[config.mk]
export PLATFORM = sky130hd
export DESIGN_NAME = z80_datapath
export DESIGN_NICKNAME = d
export VERILOG_FILES = /design/src/common/z80_pkg.sv /design/src/alu/z80_alu.sv /design/src/regfile/z80_regfile.sv /design/src/verilog/z80_acc_flags.sv /design/src/verilog/z80_datapath.sv
export SDC_FILE = /design/constraint.sdc
export NUM_CORES = 1
export LEC_CHECK = 0
export BUFFER_PORTS_ARGS = -buffer_cell sky130_fd_sc_hd__buf_2
export CAP_MARGIN = 25
export CORE_MARGIN = 2
export CORE_UTILIZATION = 55
export CTS_CLUSTER_SIZE = 10
export DETAILED_ROUTE_END_ITERATION = 12
export HOLD_SLACK_MARGIN = 0.08
export PLACE_DENSITY = 0.73
export SYNTH_ARGS = -nofsm -noshare
export SYNTH_HDL_FRONTEND = slang
export SYNTH_SLANG_ARGS = --single-unit
[constraint.sdc]
create_clock -name clk -period 4.5 [get_ports clk]
set_input_delay 0.225 -clock clk [delete_from_list [all_inputs] [get_ports clk]]
set_output_delay 0.225 -clock clk [all_outputs]
set_load 0.02 [all_outputs]
[src/common/z80_pkg.sv]
// ----------------------------------------------------------
// shared definitions for the 8-bit z80 style datapath
// ----------------------------------------------------------
package z80_pkg;

  // width of the data bus and of every 8-bit register
  localparam int data_w = 8;
  // width of the address bus, one register pair
  localparam int addr_w = 16;
  // number of general registers in one bank, b c d e h l
  localparam int num_regs = 6;

  // bit positions inside F, matching the z80 layout
  localparam int flag_s  = 7;
  localparam int flag_z  = 6;
  localparam int flag_h  = 4;
  localparam int flag_pv = 2;
  localparam int flag_n  = 1;
  localparam int flag_c  = 0;

  // general register select, also the index into the register bank
  typedef enum logic [2:0] {b_reg, c_reg, d_reg, e_reg, h_reg, l_reg} reg_id_e;

  // register pair driven onto the address bus
  typedef enum logic [1:0] {bc_pair, de_pair, hl_pair} pair_e;

  // who owns the internal data bus this cycle
  // src_ext leaves the bus to data_in and keeps data_oe low
  typedef enum logic [2:0] {src_ext, src_reg, src_a, src_f, src_temp} data_src_e;

  // operations of the 8-bit ALU
  typedef enum logic [2:0] {
    alu_add, alu_adc, alu_sub, alu_and, alu_or, alu_inc, alu_pass
  } alu_op_e;

  // per-flag override, applied on top of whatever F would load
  typedef enum logic [1:0] {keep, clear, set} flag_force_e;

  typedef struct packed {
    flag_force_e s;
    flag_force_e z;
    flag_force_e h;
    flag_force_e pv;
    flag_force_e n;
    flag_force_e c;
  } z80_flag_force_t;

  // named view of F; bits 5 and 3 are undocumented and simply carried along
  typedef struct packed {
    logic s;
    logic z;
    logic f5;
    logic h;
    logic f3;
    logic pv;
    logic n;
    logic c;
  } z80_flag_bits_t;

  // the bus sees F as a raw byte, the ALU and flag logic see the named bits
  typedef union packed {
    logic [data_w-1:0] raw;
    z80_flag_bits_t    bits;
  } z80_flags_u;

  // control word, one per cycle, acted on in the same cycle
  typedef struct packed {
    data_src_e       data_src;
    reg_id_e         reg_rd;
    logic            reg_wr_en;
    reg_id_e         reg_wr;
    logic            reg_wr_alu;
    logic            addr_en;
    pair_e           addr_pair;
    logic            ld_a;
    logic            a_from_alu;
    logic            ld_f;
    logic            f_from_bus;
    logic            ld_temp;
    logic            alu_b_temp;
    alu_op_e         alu_op;
    z80_flag_force_t flag_force;
    logic            exx;
    logic            ex_af;
  } z80_ctrl_t;

endpackage

[src/alu/z80_alu.sv]
// combinational 8-bit ALU, result and new flags in the same cycle
module z80_alu (
  input  logic [z80_pkg::data_w-1:0] a,
  input  logic [z80_pkg::data_w-1:0] b,
  input  z80_pkg::alu_op_e           op,
  input  z80_pkg::z80_flags_u        f_in,
  output logic [z80_pkg::data_w-1:0] result,
  output z80_pkg::z80_flags_u        f_out
);

  // low nibble sum gives the half carry, the 9-bit sum gives the carry
  logic [4:0]                nib;
  logic [z80_pkg::data_w:0]  full;
  logic                      carry_in;
  logic                      sz_en;

  // only adc feeds the old carry into the adder
  assign carry_in = (op == z80_pkg::alu_adc) ? f_in.bits.c : 1'b0;

  always_comb begin
    // unused bits and untouched flags ride through from f_in
    f_out  = f_in;
    result = b;
    nib    = '0;
    full   = '0;
    sz_en  = 1'b1;

    case (op)
      z80_pkg::alu_add, z80_pkg::alu_adc: begin
        nib  = {1'b0, a[3:0]} + {1'b0, b[3:0]} + {4'b0, carry_in};
        full = {1'b0, a} + {1'b0, b} + {8'b0, carry_in};
        result = full[z80_pkg::data_w-1:0];
        f_out.bits.h = nib[4];
        f_out.bits.c = full[z80_pkg::data_w];
        // overflow when both operands share a sign and the result does not
        f_out.bits.pv = (a[7] == b[7]) && (result[7] != a[7]);
        f_out.bits.n = 1'b0;
      end
      z80_pkg::alu_sub: begin
        // the top bit of each difference is the borrow
        nib  = {1'b0, a[3:0]} - {1'b0, b[3:0]};
        full = {1'b0, a} - {1'b0, b};
        result = full[z80_pkg::data_w-1:0];
        f_out.bits.h = nib[4];
        f_out.bits.c = full[z80_pkg::data_w];
        // overflow when the signs differ and the result took the sign of b
        f_out.bits.pv = (a[7] != b[7]) && (result[7] != a[7]);
        f_out.bits.n = 1'b1;
      end
      z80_pkg::alu_and: begin
        result = a & b;
        f_out.bits.h = 1'b1;
        f_out.bits.n = 1'b0;
        f_out.bits.c = 1'b0;
        // logic ops report even parity in pv
        f_out.bits.pv = ~^result;
      end
      z80_pkg::alu_or: begin
        result = a | b;
        f_out.bits.h = 1'b0;
        f_out.bits.n = 1'b0;
        f_out.bits.c = 1'b0;
        f_out.bits.pv = ~^result;
      end
      z80_pkg::alu_inc: begin
        // increment works on the b operand so a register on the bus can be bumped
        nib = {1'b0, b[3:0]} + 5'd1;
        result = b + 8'd1;
        f_out.bits.h = nib[4];
        f_out.bits.pv = (result == 8'h80);
        f_out.bits.n = 1'b0;
        // carry is left as it was
      end
      default: begin
        // pass, and any unassigned code, moves b through with no flag change
        result = b;
        sz_en  = 1'b0;
      end
    endcase

    if (sz_en) begin
      f_out.bits.s = result[z80_pkg::data_w-1];
      f_out.bits.z = (result == '0);
    end
  end

endmodule

[src/regfile/z80_regfile.sv]
// general register file with b c d e h l and their shadow bank
module z80_regfile (
  input  logic                         clk,
  input  logic                         rst_n,
  input  z80_pkg::z80_ctrl_t           ctrl,
  input  logic [z80_pkg::data_w-1:0]   bus_byte,
  input  logic [z80_pkg::data_w-1:0]   alu_result,
  output logic [z80_pkg::data_w-1:0]   rd_byte,
  output logic [z80_pkg::addr_w-1:0]   pair_word
);

  // ----------------------------------------------------------
  // storage
  // ----------------------------------------------------------
  // both banks are indexed by reg_id_e, so b sits at index 0
  logic [z80_pkg::num_regs-1:0][z80_pkg::data_w-1:0] main_q;
  logic [z80_pkg::num_regs-1:0][z80_pkg::data_w-1:0] shadow_q;

  logic [z80_pkg::data_w-1:0] wr_data;
  logic                       wr_valid;
  logic                       rd_valid;

  // the increment path writes the ALU result back, loads take the bus
  assign wr_data = ctrl.reg_wr_alu ? alu_result : bus_byte;

  // codes above l_reg name no register and are ignored
  assign wr_valid = ctrl.reg_wr_en && (ctrl.reg_wr <= z80_pkg::l_reg);
  assign rd_valid = (ctrl.reg_rd <= z80_pkg::l_reg);

  // exx swaps the whole bank in one edge; a write in the same cycle is not allowed
  always_ff @(posedge clk or negedge rst_n) begin
    if (!rst_n) begin
      main_q   <= '0;
      shadow_q <= '0;
    end else if (ctrl.exx) begin
      main_q   <= shadow_q;
      shadow_q <= main_q;
    end else if (wr_valid) begin
      main_q[ctrl.reg_wr] <= wr_data;
    end
  end

  // ----------------------------------------------------------
  // read ports
  // ----------------------------------------------------------
  // both reads are always live, the top level decides which bus sees them
  always_comb begin
    if (rd_valid) begin
      rd_byte = main_q[ctrl.reg_rd];
    end else begin
      rd_byte = '0;
    end
  end

  // the high register of a pair lands in the upper address byte
  always_comb begin
    case (ctrl.addr_pair)
      z80_pkg::bc_pair: pair_word = {main_q[z80_pkg::b_reg], main_q[z80_pkg::c_reg]};
      z80_pkg::de_pair: pair_word = {main_q[z80_pkg::d_reg], main_q[z80_pkg::e_reg]};
      z80_pkg::hl_pair: pair_word = {main_q[z80_pkg::h_reg], main_q[z80_pkg::l_reg]};
      default:          pair_word = '0;
    endcase
  end

  // ----------------------------------------------------------
  // checks
  // ----------------------------------------------------------
  // the sequencer must never ask for a bank switch and a register write at once,
  // since the write would silently vanish behind the swap
  a_no_exx_with_write: assert property (
    @(posedge clk) disable iff (!rst_n)
    !(ctrl.exx && ctrl.reg_wr_en)
  ) else $error("exx issued together with a register write");

endmodule

[src/verilog/z80_acc_flags.sv]
// accumulator and flag register with their shadow copies
module z80_acc_flags (
  input  logic                       clk,
  input  logic                       rst_n,
  input  z80_pkg::z80_ctrl_t         ctrl,
  input  logic [z80_pkg::data_w-1:0] bus_byte,
  input  logic [z80_pkg::data_w-1:0] alu_result,
  input  z80_pkg::z80_flags_u        alu_flags,
  output logic [z80_pkg::data_w-1:0] a_q,
  output z80_pkg::z80_flags_u        f_q
);

  logic [z80_pkg::data_w-1:0] a_sh_q;
  z80_pkg::z80_flags_u        f_sh_q;
  logic [z80_pkg::data_w-1:0] a_next;
  z80_pkg::z80_flags_u        f_base;
  z80_pkg::z80_flags_u        f_next;
  logic                       f_load;
  logic                       force_any;

  // resolve one override against the value F would otherwise take
  function automatic logic apply_force(input logic cur, input z80_pkg::flag_force_e frc);
    case (frc)
      z80_pkg::set:   return 1'b1;
      z80_pkg::clear: return 1'b0;
      default:        return cur;
    endcase
  endfunction

  assign a_next = ctrl.a_from_alu ? alu_result : bus_byte;

  // ----------------------------------------------------------
  // next F: bus or ALU first, then the per-flag overrides
  // ----------------------------------------------------------
  always_comb begin
    if (ctrl.f_from_bus) begin
      f_base.raw = bus_byte;
    end else if (ctrl.ld_f) begin
      f_base = alu_flags;
    end else begin
      f_base = f_q;
    end

    f_next = f_base;
    f_next.raw[z80_pkg::flag_s]  = apply_force(f_base.raw[z80_pkg::flag_s], ctrl.flag_force.s);
    f_next.raw[z80_pkg::flag_z]  = apply_force(f_base.raw[z80_pkg::flag_z], ctrl.flag_force.z);
    f_next.raw[z80_pkg::flag_h]  = apply_force(f_base.raw[z80_pkg::flag_h], ctrl.flag_force.h);
    f_next.raw[z80_pkg::flag_pv] = apply_force(f_base.raw[z80_pkg::flag_pv], ctrl.flag_force.pv);
    f_next.raw[z80_pkg::flag_n]  = apply_force(f_base.raw[z80_pkg::flag_n], ctrl.flag_force.n);
    f_next.raw[z80_pkg::flag_c]  = apply_force(f_base.raw[z80_pkg::flag_c], ctrl.flag_force.c);

    // any override on its own is enough to load F
    force_any = (ctrl.flag_force.s != z80_pkg::keep) || (ctrl.flag_force.z != z80_pkg::keep)
             || (ctrl.flag_force.h != z80_pkg::keep) || (ctrl.flag_force.pv != z80_pkg::keep)
             || (ctrl.flag_force.n != z80_pkg::keep) || (ctrl.flag_force.c != z80_pkg::keep);
    f_load = ctrl.ld_f || ctrl.f_from_bus || force_any;
  end

  // ex af swaps both pairs at once and takes precedence over any load
  always_ff @(posedge clk or negedge rst_n) begin
    if (!rst_n) begin
      a_q    <= '0;
      f_q    <= '0;
      a_sh_q <= '0;
      f_sh_q <= '0;
    end else if (ctrl.ex_af) begin
      a_q    <= a_sh_q;
      a_sh_q <= a_q;
      f_q    <= f_sh_q;
      f_sh_q <= f_q;
    end else begin
      if (ctrl.ld_a) begin
        a_q <= a_next;
      end
      if (f_load) begin
        f_q <= f_next;
      end
    end
  end

  // a load in the same cycle as ex af would be lost behind the swap
  a_no_ex_af_with_load: assert property (
    @(posedge clk) disable iff (!rst_n)
    ctrl.ex_af |-> !(ctrl.ld_a || ctrl.ld_f || ctrl.f_from_bus)
  ) else $error("ex af issued together with an A or F load");

  // F has one load source per cycle
  a_one_f_source: assert property (
    @(posedge clk) disable iff (!rst_n)
    !(ctrl.ld_f && ctrl.f_from_bus)
  ) else $error("F loaded from ALU and bus in the same cycle");

endmodule

[src/verilog/z80_datapath.sv]
// top of the 8-bit datapath: internal bus, TEMP and the external bus outputs
module z80_datapath (
  input  logic                       clk,
  input  logic                       rst_n,
  input  z80_pkg::z80_ctrl_t         ctrl,
  input  logic [z80_pkg::data_w-1:0] data_in,
  output logic [z80_pkg::data_w-1:0] data_out,
  output logic                       data_oe,
  output logic [z80_pkg::addr_w-1:0] addr_out,
  output logic                       addr_oe,
  output z80_pkg::z80_flags_u        flags
);

  // ----------------------------------------------------------
  // internal signals
  // ----------------------------------------------------------
  logic [z80_pkg::data_w-1:0] bus_byte;
  logic [z80_pkg::data_w-1:0] rd_byte;
  logic [z80_pkg::addr_w-1:0] pair_word;
  logic [z80_pkg::data_w-1:0] alu_b;
  logic [z80_pkg::data_w-1:0] alu_result;
  z80_pkg::z80_flags_u        alu_flags;
  logic [z80_pkg::data_w-1:0] a_q;
  z80_pkg::z80_flags_u        f_q;
  logic [z80_pkg::data_w-1:0] temp_q;

  // the encoded source field means only one driver can ever be chosen
  always_comb begin
    case (ctrl.data_src)
      z80_pkg::src_ext:  bus_byte = data_in;
      z80_pkg::src_reg:  bus_byte = rd_byte;
      z80_pkg::src_a:    bus_byte = a_q;
      z80_pkg::src_f:    bus_byte = f_q.raw;
      z80_pkg::src_temp: bus_byte = temp_q;
      default:           bus_byte = '0;
    endcase
  end

  // external data only drives in when nobody inside owns the bus
  assign data_oe  = (ctrl.data_src != z80_pkg::src_ext);
  assign data_out = bus_byte;

  // the address bus only ever carries a register pair here
  assign addr_out = pair_word;
  assign addr_oe  = ctrl.addr_en;

  // the control unit branches on these
  assign flags = f_q;

  // TEMP latches an operand off the bus so it can feed the ALU later
  always_ff @(posedge clk or negedge rst_n) begin
    if (!rst_n) begin
      temp_q <= '0;
    end else if (ctrl.ld_temp) begin
      temp_q <= bus_byte;
    end
  end

  assign alu_b = ctrl.alu_b_temp ? temp_q : bus_byte;

  // ----------------------------------------------------------
  // blocks
  // ----------------------------------------------------------
  z80_regfile i_regfile (
    .clk        (clk),
    .rst_n      (rst_n),
    .ctrl       (ctrl),
    .bus_byte   (bus_byte),
    .alu_result (alu_result),
    .rd_byte    (rd_byte),
    .pair_word  (pair_word)
  );

  // A is always the first operand, the result never goes onto the bus
  z80_alu i_alu (
    .a      (a_q),
    .b      (alu_b),
    .op     (ctrl.alu_op),
    .f_in   (f_q),
    .result (alu_result),
    .f_out  (alu_flags)
  );

  z80_acc_flags i_acc_flags (
    .clk        (clk),
    .rst_n      (rst_n),
    .ctrl       (ctrl),
    .bus_byte   (bus_byte),
    .alu_result (alu_result),
    .alu_flags  (alu_flags),
    .a_q        (a_q),
    .f_q        (f_q)
  );

endmodule

# Yosys cells after proc, flatten, opt, wreduce, memory -nomap -nowiden

Cells that the tools add are included.

Eq/ne operators: 28
Bitwise logic cells: 2
Reduce and logical (&&, ||, !) cells: 50
$add $sub $neg: 8
Order comparisons: 5
Mux-type cells: 32

Operators by type and width:

| cell                                          | count |
|---|---|
| two-way mux 48 bit                            | 2 |
| two-way mux 8 bit                             | 12 |
| one-hot mux 8 bit (5 select lines)            | 2 |
| bitwise mux 48 bit                            | 1 |
| one-hot mux 16 bit (3 select lines)           | 1 |
| nonzero test 5 bit                            | 8 |
| nonzero test 9 bit                            | 3 |
| binary-select mux 8 bit (select 3 bit)        | 1 |
| demux 8 bit (select 3 bit)                    | 1 |
| nonzero test 2 bit                            | 10 |
| AND reduction 3 bit                           | 6 |
| XNOR reduction 8 bit                          | 2 |
| == test 2 x 1 -> 1 bit, second input constant | 7 |
| == test 2 bit, second input constant          | 7 |
| == test 3 x 2 -> 1 bit, second input constant | 4 |
| one-hot mux 1 bit (2 select lines)            | 6 |
| one-hot mux 2 bit (5 select lines)            | 1 |
| adder 8 x 8 -> 9 bit                          | 1 |
| adder 9 x 1 -> 9 bit                          | 1 |
| == test 3 bit, second input constant          | 3 |
| subtractor 8 x 8 -> 9 bit                     | 1 |
| adder 8 x 1 -> 8 bit, second input constant   | 1 |
| bitwise AND 8 bit                             | 1 |
| == test 8 bit, second input constant          | 1 |
| other kinds (25)                              | 42 |

Bits in registers: 136
Word-level logic and storage cells: 148
Input port bits: 47

# Longest topological paths before layout

Word-level depth: 15
Depth in mapped cells: 18
Mapped depth without buffers: 16

# Hierarchy

From an unflattened synthesis, not the netlist that was laid out.

Cells, all modules: 938
Area, all modules: 9377.7 um2

By module, submodules not included:

| module        | cells an instance | times used | area an instance (um2) | seq. area each (um2) |
|---|---|---|---|---|
| z80_regfile   | 406               | 1          | 4793.3                 | 2402.3 |
| z80_acc_flags | 182               | 1          | 1923.1                 | 800.8 |
| z80_alu       | 249               | 1          | 1765.4                 | 0.0 |
| z80_datapath  | 101               | 1          | 895.9                  | 200.2 |

# Worst setup path after synthesis

OpenSTA, ideal clock, no wires.

Path kind: register -> register
Start: register i_regfile.main_q[25] (netlist bit)
End: register i_regfile.main_q[22] (netlist bit)
Required time: 4.418 ns
Stages on the path, launching flop included: 17
Setup time: 0.082 ns
Clock period less this slack: 3.861 ns
Arrival: 3.779 ns
Setup slack: 0.639 ns
Cell sequence: dfrtp_1 -> mux4_2 -> o2bb2ai_1 -> nand2_1 -> a21oi_1 -> a21oi_1 -> inv_1 -> fa_1 -> nor3b_1 -> o21ai_0 -> a221o_1 -> o31a_1 -> a31o_2 -> a21boi_2 -> a221oi_4 -> nand2_1 -> a31oi_1

Cells in the longest elaborated chain, start to end: 12

RTL lines:

| what                                      | line               | RTL |
|---|---|---|
| start: declaration                        | z80_regfile.sv:16  | `logic [z80_pkg::num_regs-1:0][z80_pkg::data_w-1:0] main_q;` |
| start signal: assignment                  | z80_regfile.sv:36  | `main_q <= shadow_q;` |
| start signal: indexed assignment          | z80_regfile.sv:39  | `main_q[ctrl.reg_wr] <= wr_data;` |
| binary-select mux 8 bit (select 3 bit) *  | z80_regfile.sv:49  | `rd_byte = main_q[ctrl.reg_rd];` |
| two-way mux 8 bit (implied by the code) * | z80_regfile.sv:49  |  |
| two-way mux 8 bit *                       | z80_regfile.sv:48  | `if (rd_valid) begin` |
| one-hot mux 8 bit (5 select lines) *      | z80_datapath.sv:29 | `case (ctrl.data_src)` |
| two-way mux 8 bit *                       | z80_datapath.sv:59 | `assign alu_b = ctrl.alu_b_temp ? temp_q : bus_byte;` |
| adder 8 x 8 -> 9 bit                      | z80_alu.sv:31      | `full = {1'b0, a} + {1'b0, b} + {8'b0, carry_in};` |
| adder 9 x 1 -> 9 bit                      | z80_alu.sv:31      |  |
| one-hot mux 8 bit (5 select lines) *      | z80_alu.sv:28      | `case (op)` |
| two-way mux 8 bit *                       | z80_regfile.sv:24  | `assign wr_data = ctrl.reg_wr_alu ? alu_result : bus_byte;` |
| bitwise mux 48 bit *                      | z80_regfile.sv:39  |  |
| two-way mux 48 bit *                      | z80_regfile.sv:38  | `end else if (wr_valid) begin` |
| two-way mux 48 bit *                      | z80_regfile.sv:35  | `end else if (ctrl.exx) begin` |

Mark *: on every way between the ends. The rest lies on a longest branch, timed or not. The select of a mux whose other input is x is not followed.
A chain may end at the register's enable or synchronous reset.

# Final worst setup path

Start: register i_regfile.main_q[17] (netlist bit)
End: register i_regfile.main_q[30] (netlist bit)

Same word-level chain as after synthesis.

==> results.toml <==
[floorplan]
die_h_um = 134
pin_count = 81
coreArea_sq_mm = 0.0166
fp-row-count = 47
initial_core_util_pct = 56.3
die_area_sq_mm = 0.0180
die_w_um = 134

[place]
post-place-ws_ps = 155
dpl.hpwl_um = 20600
io_buffers = 78
place_inst = 1249
place.gp.congestion = 0.979

[synth]
syn-instance-count = 973
yosysTopAreaCellShare_pct = 36.4
syn_avg_cell_area_sq_um = 9.60
synth_edf_count = 0
synth_area_leaders = "dfrtp_1 (36%), mux2_2 (8.3%), ha_1 (6.0%)"
ys_async_sr_fraction_pct = 100
synth_seq_cells = 136
syn-num-nets = 1068
synth_top_area_cell = "dfrtp_1"
yosysUniqueCellTypes = 96
synth_warnings = 0
ys_seq_area_share_pct = 36.4
synthFlopType = "dfrtp_1"
syn_area_sq_mm = 0.00934

[sta]
fmax_mhz = 233
drv_slew = 0
setup_viol = 0
hold_viol = 0
clock_skew_ps = 7.40
slew_headroom_pct = 26.1
tightest_slew_ps = 1100
setup_tns_ps = 0
layout_setup_ws_ps = 216
finalCritPeriodShare_pct = 95.2
rsz0062_at_grt = "no"
period_needed_ps = 4280

[layout]
area_growth_pct = 13.3
fillers = 1396
drive_above_1_share_pct = 23.9
nets = 1144
final_util_pct = 63.8
stdcell_count = 1282
antenna_cells = 0

[power]
leakage_nw = 4.84
ir_worst_vdd_uv = 304
p_total_w = 0.00474
p_per_area_mw_per_mm2 = 448

[detailed_routing]
wl_per_cell_um = 21.7
drtPass1Iterations = 5
drt_iter0_drc = 649
dr_total_vias = 8072
viasPerCell = 6.30
drc_errors = 0
drt-total-wl_um = 27800
ant_nets = 0

[hold_path]
hold_path_startpoint = "ctrl[18]"
min_path_type = "input pin to register"

[global_route]
grt_usage_pct = 31.5
grt_overflow = 0
grt_first_pass_wirelength_um = 43400
antenna_found_initial = 0
grt_pass1_vias = 7790
grt_start_max_net_pins = 79

[clock_tree]
path_clk_slew_ps = 60
cts-root-buf = "clkbuf_16"
cts_made_buffers = 17
clock_path_buffers = 2
clkLatencyLatePin_ps = 430
clock_sinks = 136
cts_tree = "built"
htreeDepth = 4
post_cts_buffers = 0

[worst_setup_path]
arrival_ps = 4620
worstPathMaxFanout = 5
critPathMaxStageDelay_ps = 470
endpoint = "i_regfile.main_q[30]"
cp.depth = 17
crit_chain = "mux4_2, o2bb2ai_1, nand2_1, a21oi_1, a21oi_1, buf_4, inv_1, fa_1, nor3b_1, o21ai_1, a221o_1, o31a_1, a31o_2, a21boi_2, a221oi_4, nand2_1, a31oi_1"
regToRegEndpoint = "i_regfile.main_q[30]"
r2r_cells = 17
cp_num_buf_inv = 2
r2r-start = "i_regfile.main_q[17]"
slowest_stage = "mux4_2"
end_kind = "register"
crit_start = "i_regfile.main_q[17]"
path_delay_family = "compound AO/OA/AOI/OAI gates"
critical_path_class = "register to register"
required_ps = 4840
critPathLaunchType = "register"
r2r_slack_ps = 220

[run]
maxCapViolations = 0

[status]
status = "completed"
==> worst min-delay path by stage <==
stage / depth (start not counted) / slack [ps] / endpoint
2_1_floorplan: 0 / -70 / i_acc_flags.a_q[0]
3_3_place_gp: 1 / 250 / i_acc_flags.f_q[4]
3_5_place_dp: 1 / 250 / i_acc_flags.f_q[4]
4_1_cts: 2 / 150 / temp_q[4]
5_1_grt: 2 / 170 / temp_q[4]
6_report: 2 / 170 / temp_q[5]
==> synthesized netlist by cell type (9+ instances only) <==
cell type / n
a21oi_1: 48
a22oi_1: 37
mux2i_1: 45
clkbuf_1: 27
nand3_1: 10
a21o_1: 13
nor2b_1: 16
a31oi_1: 12
o22ai_1: 10
buf_2: 9
nor3_1: 11
inv_1: 52
xnor2_1: 17
mux2_2: 69
a211oi_1: 16
nand2_1: 66
o21ai_1: 14
nor2_1: 59
o31ai_1: 13
o21ai_0: 80
ha_1: 45
nand2b_1: 14
dfrtp_1: 136
==> area by class of cell <==
type / count / area [sq um] / share of cell area (%)
multi-input cells: 730 / 5470 / 51.7
flip-flops and latches: 136 / 3400 / 32.2
repair buffers: 109 / 634 / 6.00
clock buffers: 17 / 425 / 4.02
well taps: 220 / 275 / 2.60
inverters: 55 / 206 / 1.95
clock inverters: 15 / 161 / 1.53
==> registers in the layout, indices dropped and copies added, names as in the netlist <==
| register | flops |
|---|---|
| i_regfile.main_q | 48 |
| i_regfile.shadow_q | 48 |
| i_acc_flags.a_q | 8 |
| i_acc_flags.a_sh_q | 8 |
| i_acc_flags.f_q | 8 |
| i_acc_flags.f_sh_q | 8 |
| temp_q | 8 |
==> timing repair <==
item | in CTS | in global routing
setup endpoints to repair | 0 | 1
hold buffers | 1 | 0
hold endpoints to repair | 58 | 0
resized for setup | 0 | 1
==> through the flow <==
step	hold slack [ps]	instance area, sq um
after global placement	249	9980
after floorplan	-70.6	9340
after global routing	169	10600
final	168	10600
after CTS	154	10600
after detailed placement	253	9980
==> per-layer routing <==
layer	vias to the layer above	GRT usage, %	share of wire (%)
met5	-	0	0
met4	0	16.2	4.5
met3	79	6.88	6.9
met2	344	50.9	47
met1	3903	39.9	41
li1	3746	-	-
==> power by group <==
part	leakage, nW	internal, W	switching, W
Clock	0.284	0.000785	0.000609
Combinational	2.81	0.000689	0.000853
Sequential	1.75	0.00153	0.000276
==> cell families (layout without fill, tap and decap cells) <==
family	after synthesis	count (layout)	synth area share [%]
fa+ha+maj	48	48	6.67
buf+inv	107	196	4.98
mux	120	120	14.3
compound gates	318	318	23.6
simple gates	224	224	12.2
flops	136	136	36.4
xor+xnor	20	20	1.88
==> worst reg2reg max path: stages, from the launching register on <==
cell and delay, ps:
dfrtp_1 420, mux4_2 470, o2bb2ai_1 220, nand2_1 120
a21oi_1 60, a21oi_1 120, buf_4 160, inv_1 100
fa_1 460, nor3b_1 340, o21ai_1 210, a221o_1 340
o31a_1 110, a31o_2 280, a21boi_2 170, a221oi_4 280
nand2_1 120, a31oi_1 200
==> cell usage in the layout (no fill, tap or decap), types with 8 or more instances in the layout <==
cell,instances
buf_4,31
and3_1,8
ha_1,45
a211oi_1,16
mux2i_1,45
buf_2,76
a21oi_1,48
nand2b_1,14
o21ai_0,79
nand2_1,66
clkbuf_16,17
a21o_1,13
nor2_1,59
nor3_1,11
inv_1,52
mux2_2,69
o31ai_1,13
o21ai_1,15
nand3_1,10
xnor2_1,17
a22oi_1,37
nor2b_1,16
o22ai_1,10
a31oi_1,12
dfrtp_1,136
Note: power is estimated with default switching activity, not from simulation.
